<file path="src/multPkg.sv">
package multPkg;

	// ========================================
	// Datapath widths
	// ========================================

	localparam int OperandWidth = 8;                  // S, A and B
	localparam int SumWidth     = OperandWidth + 1;   // X and A as one signed word

	// ========================================
	// Operation codes
	// ========================================

	// Sequencer decodes a bit position into one of these,
	// the adder and the X/A register both act on it
	typedef enum logic [1:0]
	{
		AluNone  = 2'b00,   // Hold X and A
		AluAdd   = 2'b01,   // A plus S
		AluSub   = 2'b10,   // A minus S, eighth position only
		AluClear = 2'b11    // Zero X and A
	} aluOp_t;

endpackage

</file>
<file path="src/addSub9.sv">
`timescale 1ns/1ps

module addSub9
(
	input  multPkg::aluOp_t                  op,
	input  logic [multPkg::OperandWidth-1:0] aIn,
	input  logic [multPkg::OperandWidth-1:0] s,
	output logic [multPkg::SumWidth-1:0]     sum
);

	import multPkg::*;

	logic [SumWidth-1:0] aExt;
	logic [SumWidth-1:0] sExt;
	logic [SumWidth-1:0] operand;
	logic                carryIn;

	// Sign extension into the X position
	assign aExt = {aIn[OperandWidth-1], aIn};
	assign sExt = {s[OperandWidth-1], s};

	// Second operand and carry per operation
	always_comb
	begin
		case (op)
			AluAdd:
			begin
				operand = sExt;
				carryIn = 1'b0;
			end
			AluSub:
			begin
				operand = ~sExt;   // Inverted, plus one through carry
				carryIn = 1'b1;
			end
			default:
			begin
				operand = '0;      // Sum is just the extended A
				carryIn = 1'b0;
			end
		endcase
	end

	assign sum = aExt + operand + {{(SumWidth-1){1'b0}}, carryIn};

endmodule

</file>
<file path="src/multControl.sv">
`timescale 1ns/1ps

module multControl
(
	input  logic            Clk,
	input  logic            reset,
	input  logic            run,
	input  logic            clearLoad,
	input  logic            m,
	output multPkg::aluOp_t op,
	output logic            shift,
	output logic            loadB,
	output logic            done
);

	import multPkg::*;

	// ========================================
	// States
	// ========================================

	typedef enum logic [4:0]
	{
		Start,
		ClearLoad,
		Clear,
		Add1,
		Add2,
		Add3,
		Add4,
		Add5,
		Add6,
		Add7,
		Sub8,
		Shift1,
		Shift2,
		Shift3,
		Shift4,
		Shift5,
		Shift6,
		Shift7,
		Shift8,
		Halt
	} state_t;

	state_t state;
	state_t nextState;

	always_ff @(posedge Clk)
	begin
		if (reset)
			state <= Start;
		else
			state <= nextState;
	end

	// ========================================
	// Next state
	// ========================================

	// m is the multiplier bit B[0] will hold after this edge,
	// so each shift state already decides the next position
	always_comb
	begin
		nextState = state;
		case (state)
			Start:
			begin
				if (run)
					nextState = Clear;
				else if (clearLoad)
					nextState = ClearLoad;
			end
			ClearLoad:
				nextState = Start;   // Single cycle, back to idle
			Clear:
			begin
				if (m)
					nextState = Add1;
				else
					nextState = Shift1;
			end
			Add1:
				nextState = Shift1;
			Shift1:
			begin
				if (m)
					nextState = Add2;
				else
					nextState = Shift2;
			end
			Add2:
				nextState = Shift2;
			Shift2:
			begin
				if (m)
					nextState = Add3;
				else
					nextState = Shift3;
			end
			Add3:
				nextState = Shift3;
			Shift3:
			begin
				if (m)
					nextState = Add4;
				else
					nextState = Shift4;
			end
			Add4:
				nextState = Shift4;
			Shift4:
			begin
				if (m)
					nextState = Add5;
				else
					nextState = Shift5;
			end
			Add5:
				nextState = Shift5;
			Shift5:
			begin
				if (m)
					nextState = Add6;
				else
					nextState = Shift6;
			end
			Add6:
				nextState = Shift6;
			Shift6:
			begin
				if (m)
					nextState = Add7;
				else
					nextState = Shift7;
			end
			Add7:
				nextState = Shift7;
			Shift7:
			begin
				if (m)
					nextState = Sub8;   // Sign bit of B carries negative weight
				else
					nextState = Shift8;
			end
			Sub8:
				nextState = Shift8;
			Shift8:
				nextState = Halt;
			Halt:
			begin
				if (!run)
					nextState = Start;   // Rearm only on release
			end
			default:
				nextState = Start;
		endcase
	end

	// ========================================
	// Outputs from state only
	// ========================================

	always_comb
	begin
		op    = AluNone;
		shift = 1'b0;
		loadB = 1'b0;
		done  = 1'b0;
		case (state)
			ClearLoad:
			begin
				op    = AluClear;
				loadB = 1'b1;
			end
			Clear:
				op = AluClear;
			Add1, Add2, Add3, Add4, Add5, Add6, Add7:
				op = AluAdd;
			Sub8:
				op = AluSub;
			Shift1, Shift2, Shift3, Shift4, Shift5, Shift6, Shift7, Shift8:
				shift = 1'b1;
			Halt:
				done = 1'b1;
			default:
			begin
				op    = AluNone;
				shift = 1'b0;
			end
		endcase
	end

endmodule

</file>
<file path="src/multiplierTop.sv">
`timescale 1ns/1ps

module multiplierTop
(
	input  logic                             Clk,
	input  logic                             reset,
	input  logic                             run,
	input  logic                             clearLoad,
	input  logic [multPkg::OperandWidth-1:0] switches,
	output logic                             xOut,
	output logic [multPkg::OperandWidth-1:0] aOut,
	output logic [multPkg::OperandWidth-1:0] bOut,
	output logic                             done
);

	import multPkg::*;

	aluOp_t              op;
	logic                shift;
	logic                loadB;
	logic                m;
	logic [SumWidth-1:0] sum;

	// ========================================
	// Decode: sequencer
	// ========================================

	multControl i_control
	(
		.Clk       (Clk),
		.reset     (reset),
		.run       (run),
		.clearLoad (clearLoad),
		.m         (m),
		.op        (op),
		.shift     (shift),
		.loadB     (loadB),
		.done      (done)
	);

	// ========================================
	// Execute: add and subtract
	// ========================================

	addSub9 i_addSub
	(
		.op  (op),
		.aIn (aOut),       // A register feeds back
		.s   (switches),   // S held on the switches for the whole run
		.sum (sum)
	);

	// ========================================
	// Result: X, A and B
	// ========================================

	productRegs i_regs
	(
		.Clk      (Clk),
		.reset    (reset),
		.op       (op),
		.shift    (shift),
		.loadB    (loadB),
		.sum      (sum),
		.switches (switches),
		.x        (xOut),
		.a        (aOut),
		.b        (bOut),
		.m        (m)
	);

endmodule

</file>
<file path="src/productRegs.sv">
`timescale 1ns/1ps

module productRegs
(
	input  logic                             Clk,
	input  logic                             reset,
	input  multPkg::aluOp_t                  op,
	input  logic                             shift,
	input  logic                             loadB,
	input  logic [multPkg::SumWidth-1:0]     sum,
	input  logic [multPkg::OperandWidth-1:0] switches,
	output logic                             x,
	output logic [multPkg::OperandWidth-1:0] a,
	output logic [multPkg::OperandWidth-1:0] b,
	output logic                             m
);

	import multPkg::*;

	// ========================================
	// X and A, upper half of the product
	// ========================================

	always_ff @(posedge Clk)
	begin
		if (reset)
		begin
			x <= 1'b0;
			a <= '0;
		end
		else
		begin
			case (op)
				AluClear:
				begin
					x <= 1'b0;
					a <= '0;
				end
				AluAdd, AluSub:
				begin
					x <= sum[SumWidth-1];        // Sign of the partial sum
					a <= sum[OperandWidth-1:0];
				end
				default:
				begin
					if (shift)
						a <= {x, a[OperandWidth-1:1]};   // X replicated, X itself kept
				end
			endcase
		end
	end

	// ========================================
	// B, multiplier and lower half of the product
	// ========================================

	always_ff @(posedge Clk)
	begin
		if (reset)
			b <= '0;
		else if (loadB)
			b <= switches;
		else if (shift)
			b <= {a[0], b[OperandWidth-1:1]};   // A bit 0 moves into B
	end

	// Bit in B[0] after this edge
	// During a shift that is B[1], so the sequencer looks one step ahead
	always_comb
	begin
		if (shift)
			m = b[1];
		else
			m = b[0];
	end

endmodule

</file>
<file path="config.mk">
export PLATFORM = sky130hd
export DESIGN_NAME = multiplierTop
export DESIGN_NICKNAME = d
export VERILOG_FILES = /design/src/multPkg.sv /design/src/addSub9.sv /design/src/multControl.sv /design/src/multiplierTop.sv /design/src/productRegs.sv
export SDC_FILE = /design/constraint.sdc
export NUM_CORES = 1
export LEC_CHECK = 0
export BUFFER_PORTS_ARGS = -buffer_cell sky130_fd_sc_hd__buf_2
export CAP_MARGIN = 20
export CELL_PAD_IN_SITES_DETAIL_PLACEMENT = 1
export CELL_PAD_IN_SITES_GLOBAL_PLACEMENT = 2
export CORE_ASPECT_RATIO = 1.2
export CORE_MARGIN = 2
export CORE_UTILIZATION = 33
export CTS_CLUSTER_DIAMETER = 150
export DETAILED_ROUTE_END_ITERATION = 16
export PLACE_DENSITY_LB_ADDON = 0.3
export SYNTH_ARGS = -nofsm -noshare
export SYNTH_HDL_FRONTEND = slang
export SYNTH_SLANG_ARGS = --single-unit
</file>
<file path="constraint.sdc">
create_clock -name Clk -period 4.2 [get_ports Clk]
set_input_delay 1.05 -clock Clk [delete_from_list [all_inputs] [get_ports Clk]]
set_output_delay 1.05 -clock Clk [all_outputs]
set_load 0.01 [all_outputs]
</file>
==> run summary, run 1 <==
• 3.56 ns — clock period minus final worst setup slack
• 282 — nets
• 0.27 ns — latest clock arrival within the worst-skew pair
• 0.00615 mm² — Die ar.
• 0.00183 mm² — netlist area before placement
• 260 — synthesized netlist net count
• 0 — DRC Markers
• 0.09 ns — clock transition at the registers of the reported paths
• 1,774 — DR vias
• clkbuf_8 — root buffer selected by CTS
• 3900 µm — half-perimeter wire length after detailed placement
• 0.180 — layout cell share with drive strength beyond 1
• nor2_1 — most numerous cell in the Yosys netlist
• 71.9 µm — width of the die
• 29 — Core Rows
• 235 — synthesized instance count
• 0 — number of enable-type register cells in the synthesized netlist
• 0 ns — final setup TNS
• 3 — TritonCTS Buffers
• no — setup repair after global routing missed its margin
• or4_1 -> nand3_1 -> inv_1 -> ha_1 -> mux2i_1 -> fa_1 -> inv_1 -> fa_1 -> a211oi_1 -> nor2_1 -> nor3_1 -> a21oi_1 -> a211oi_2 — Cell Chain, Critical Path
• 85.5 µm — die span in y
• 0 — Antenna Nets Post-Route
• 0 — Syn. warnings
• 13.2% — synth-to-layout area growth
• 23 — pin count of the biggest net entering global routing
• 0.00170 ns — final clock skew
• 0 — buffers inserted during post-CTS setup optimization
• done — clock tree from TritonCTS
• 0.803 — final RePlAce weighted congestion
• 0 — FFs w/ async S/R, synth
• 7.77 µm² — average cell area after synthesis
• dfxtp_1 — cell type contributing the most total cell area after synthesis
• 14 — crit-path max FO
• 0 — antenna diode count
• flop — crit path launch type
• 0 — initial antenna violation count
• 0.624 ns — pin slew with the least headroom to its limit
• or4_1 — Worst path slowest cell
• 0 — gr ovfl total
• 0.241 — share of synthesized area occupied by flip-flops and latches
• flop — category of the worst setup path capture point
• 0.583 — worst relative slew slack
• 2 — Bufs on Longest Clock Path
• 0.59 ns — slowest cell delay on critical path
• dfxtp_1 — predominant post-synthesis flop cell
• 2 — Bufs and invs on worst path
• 36 — starting DRC count in detailed routing
• 664 — Fillers
• 5210 µm — wirelength, routed
• dfxtp_1 24%, ha_1 7.5%, nor2_1 6.6%, a211oi_1 5.3%, mux2i_1 4.4% — top cells by area in the synthesized netlist
• 0.345 — effective utilization at floorplan
• simple AND/OR/NAND/NOR gates — cell class contributing the biggest share of worst-path delay
• 0 — setup violation total in the final timing report
• 29 — I/O Buffers
• 0.00530 mm² — core footprint
• 3.76 ns — critical path arrival
• 0.177 — aggregate global-route resource usage
• 1 — H-tree levels
• 1,783 — via count of the first global-routing pass
• flop to flop — hold crit path type
• complete, no violations — result of the run
• 53 — Cell variety after synth
• 22 — synthesis-stage register bit count
• 0.849 — share of the clock period used by the worst path
• 0.64 ns — reg2reg setup slack
• 0 — max-capacitance violation count
• 0 — count of pins over their slew limit
• 0 — Final Hold Viols
• flop to flop — Worst Setup Path Type
• 281 MHz — Max Fclk
• 0.241 — area share of the leading cell type in the synthesized netlist
• 4.40 ns — data required time at the worst endpoint
• 8750 µm — wire length of the first global-routing pass
• 32 x nor2_1, 22 x dfxtp_1, 19 x nand2_1 — Post-synth top cells
• 22 — # clock sinks
• 0 — number of hold buffers added after cts
• 5.58 — mean number of vias per cell
• 30 — number of primary I/O pins
• 0 — count of cells resized by post-cts repair
• 4 — first-pass iteration count of the detailed router
• 16.4 µm — WL/cell
path summary, 6_finish.rpt:
path,start,cells past startpoint,end
worst max register to register,i_control.state[2]$_SDFFE_PP0P_,13,i_regs.a[4]$_SDFFE_PP0P_
worst min register to register,i_regs.b[0]$_SDFFE_PP0P_,2,i_regs.b[0]$_SDFFE_PP0P_
worst min-delay path,i_regs.b[0]$_SDFFE_PP0P_,2,i_regs.b[0]$_SDFFE_PP0P_
worst max-delay path,i_control.state[2]$_SDFFE_PP0P_,13,i_regs.a[4]$_SDFFE_PP0P_
metal layers:
layer  vias to the layer above  GRT usage  wire, µm
li1                        902          -         -
met1                       845      0.223      2380
met2                        18      0.314      2660
met3                         9     0.0214        81
met4                         0     0.0515        84
met5                         -          0         0
placed cells by master (no fill, tap or decap), types with 5 or more instances in the layout:
master / n
nand2b_1: 6
nand2_1: 19
nor3_1: 5
nor2_1: 32
o21ai_0: 13
ha_1: 11
a21oi_1: 13
inv_1: 7
nand3_1: 6
dfxtp_1: 22
buf_2: 29
a211oi_1: 13
mux2i_1: 8
worst reg2reg max path, cell delays in order (launching register included):
cell      delay, ns
dfxtp_1        0.46
or4_1          0.59
nand3_1        0.17
inv_1          0.09
ha_1           0.31
mux2i_1        0.23
fa_1           0.21
inv_1          0.05
fa_1           0.42
a211oi_1       0.34
nor2_1         0.13
nor3_1         0.20
a21oi_1        0.07
a211oi_2       0.22
flip-flops by register name, indices dropped and copies added (netlist names):
signal / count
i_regs.b: 8
i_control.state: 5
i_regs.x: 1
i_regs.a: 8
cell families (layout without fill, tap and decap cells):
| logic type | count (synthesis) | count (layout) | synth area share |
|---|---|---|---|
| buf+inv | 22 | 43 | 0.0521 |
| simple gates | 93 | 93 | 0.267 |
| compound gates | 72 | 72 | 0.273 |
| xor+xnor | 4 | 4 | 0.0192 |
| mux | 9 | 9 | 0.0500 |
| fa+ha+maj | 13 | 13 | 0.0973 |
| flops | 22 | 22 | 0.241 |
stage by stage:
stage | util | hold slack, ns | cells | setup slack (ns) | instance area, µm²
floorplan | - | 0.522 | 235 | 0.945 | 1830
global placement | 0.376 | 0.511 | 314 | 0.822 | 1990
detailed placement | 0.376 | 0.515 | 314 | 0.690 | 1990
CTS | 0.390 | 0.530 | 318 | 0.631 | 2070
global route | 0.390 | 0.575 | 318 | 0.402 | 2070
finish | 0.390 | 0.530 | 318 | 0.636 | 2070
final cells by class:
type | instances | area, µm² | area share
clock buffers | 3 | 41.3 | 0.0200
clock inverters | 1 | 30.0 | 0.0145
inverters | 9 | 33.8 | 0.0164
multi-input cells | 191 | 1290 | 0.624
flip-flops and latches | 22 | 440 | 0.213
well taps | 62 | 77.6 | 0.0376
repair buffers | 30 | 153 | 0.0739
Power of run 1 is not shown: default switching activity piles up to over one toggle a cycle in this logic, so the estimate is an artifact.
==> inputs of run 2 (changes only) <==
==> constraint.sdc (replaced) <==
create_clock -name Clk -period 3.53 [get_ports Clk]
set_input_delay 0.8825 -clock Clk [delete_from_list [all_inputs] [get_ports Clk]]
set_output_delay 0.8825 -clock Clk [all_outputs]
set_load 0.01 [all_outputs]
==> run summary, run 2 (same netlist as run 1, synthesis figures left out) <==
• complete, no violations — result of the run, unchanged
• 32 x nor2_1, 29 x buf_2, 22 x dfxtp_1, 19 x nand2_1 — top library cells by usage in the layout, fill and taps aside, unchanged
• flop — crit path launch type, unchanged
• 0.185 — aggregate global-route resource usage, was 0.177
• 0.00530 mm² — core footprint, unchanged
• 0.307 ns — dpl ws, was 0.690 ns
• 15.6% — synth-to-layout area growth, was 13.2%
• 288 — nets, was 282
• 9070 µm — wire length of the first global-routing pass, was 8750 µm
• 2 — Bufs on Longest Clock Path, unchanged
• 0 — count of pins over their slew limit, unchanged
• nor2_1 — leading cell type in the layout, fill and taps excluded, unchanged
• 4 — first-pass iteration count of the detailed router, unchanged
• 0.0214 — GR Util met3, unchanged
• met2 — peak-usage layer in the global routing report, unchanged
• 320 — dpl cells, was 314
• 0.310 ns — Setup WS post-layout, was 0.636 ns
• flop — category of the worst setup path capture point, unchanged
• 29 — Core Rows, unchanged
• or4_1 — Worst path slowest cell, unchanged
• 324 — non-filler instance count after layout, was 318
• i_regs.a (8), i_regs.b (8), i_control.state (5) — largest registers in the final layout, unchanged
• done — clock tree from TritonCTS, unchanged
• 3.42 ns — critical path arrival, was 3.76 ns
• 0.600 ns — pin slew with the least headroom to its limit, was 0.624 ns
• 0.912 — share of the clock period used by the worst path, was 0.849
• 23 — pin count of the biggest net entering global routing, unchanged
• 0 — gr ovfl total, unchanged
• 0.345 — effective utilization at floorplan, unchanged
• 3.73 ns — data required time at the worst endpoint, was 4.40 ns
• 8 — crit-path max FO, was 14
• 1,810 — DR vias, was 1,774
• 0.52 ns — slowest cell delay on critical path, was 0.59 ns
• 1,799 — via count of the first global-routing pass, was 1,783
• 5350 µm — wirelength, routed, was 5210 µm
• 4130 µm — half-perimeter wire length after detailed placement, was 3900 µm
• 0.28 ns — latest clock arrival within the worst-skew pair, was 0.27 ns
• 5.59 — mean number of vias per cell, was 5.58
• 0 — setup violation total in the final timing report, unchanged
• flop to flop — Worst Setup Path Type, unchanged
• 0 — DRC Markers, unchanged
• flop to flop — hold crit path type, unchanged
• no — setup repair after global routing missed its margin, unchanged
• 30 — number of primary I/O pins, unchanged
• 0.237 — met1 GRT Util, was 0.223
• 0.09 ns — clock transition at the registers of the reported paths, about the same
• 0 — Final Hold Viols, unchanged
• 0 — antenna diode count, unchanged
• or4_1 -> nand3_1 -> inv_1 -> ha_1 -> mux2i_1 -> fa_1 -> inv_1 -> fa_1 -> a211oi_1 -> nor2_1 -> nor3_1 -> a21oi_1 -> a211oi_2 — Cell Chain, Critical Path, unchanged
• 684 — Fillers, was 664
• 0.599 — worst relative slew slack, was 0.583
• 0 — max-capacitance violation count, unchanged
• 85.5 µm — die span in y, unchanged
• 0.537 ns — worst hold slack, was 0.530 ns
• 0.0115 ns — final clock skew, was 0.00170 ns
• 0.198 — layout cell share with drive strength beyond 1, was 0.180
• i_control.state[2]$_SDFFE_PP0P_ — critical path launch point, unchanged
• i_regs.a[4]$_SDFFE_PP0P_ — Hold Crit Start, was i_regs.b[0]$_SDFFE_PP0P_
• 3.22 ns — clock period minus final worst setup slack, was 3.56 ns
• 311 MHz — Max Fclk, was 281 MHz
• clkbuf_8 — root buffer selected by CTS, unchanged
• 0.784 — final RePlAce weighted congestion, was 0.803
• 0 — initial antenna violation count, unchanged
• 16.5 µm — WL/cell, was 16.4 µm
• 3 — TritonCTS Buffers, unchanged
• 22 — # clock sinks, unchanged
• 0 — Antenna Nets Post-Route, unchanged
• 0.00615 mm² — Die ar., unchanged
• 0.324 — met2 Track Usage GR, was 0.314
• 34 — starting DRC count in detailed routing, was 36
• 29 — I/O Buffers, unchanged
• 1 — H-tree levels, unchanged
• 71.9 µm — width of the die, unchanged
• 0 ns — final setup TNS, unchanged
• i_control.state[2]$_SDFFE_PP0P_ — Reg2Reg Launch Point, unchanged
-- run 2: area by class of cell --
type                            count  area (µm²)  area share
Inverter                            9        33.8      0.0160
Timing Repair Buffer               36         198      0.0937
Multi-Input combinational cell    191        1290       0.611
Sequential cell                    22         440       0.209
Tap cell                           62        77.6      0.0368
Clock inverter                      1        30.0      0.0142
Clock buffer                        3        41.3      0.0196
-- run 2: per-stage QoR --
| step | utilization | instance area [µm²] |
|---|---|---|
| detailed placement | 0.385 | 2040 |
| finish | 0.398 | 2110 |
| CTS | 0.398 | 2110 |
| global route | 0.398 | 2110 |
| floorplan | - | 1830 |
| global placement | 0.385 | 2040 |
-- run 2: per-layer routing --
layer	up-vias	part of all wire
met5	-	0
met4	0	0.015
met3	7	0.015
met2	14	0.52
met1	869	0.45
li1	920	-
-- run 2: path summary, 6_finish.rpt --
path,slack (ns),cells after the start,endpoint
setup / recovery,0.31,13,i_regs.a[4]$_SDFFE_PP0P_
hold / removal,0.54,2,i_regs.a[3]$_SDFFE_PP0P_
setup reg to reg,0.31,13,i_regs.a[4]$_SDFFE_PP0P_
hold reg to reg,0.54,2,i_regs.a[3]$_SDFFE_PP0P_
-- run 2: what timing repair did --
action | CTS | global route
hold endpoints to repair | 0 | 0
hold buffers | 0 | 0
buffers inserted | 0 | 0
endpoints found under the setup margin | 0 | 1
resized for setup | 0 | 1
-- run 2: critical path, delay by kind of cell, from the launching register on --
family	cells	cell delay (ns)
muxes	1	0.19
adders and majority gates	3	0.91
and+or+nand+nor	4	0.99
buffers and inverters	2	0.13
AOI/OAI and AO/OA	3	0.61
DFF	1	0.32
Power of run 2 is left out for the same reason.
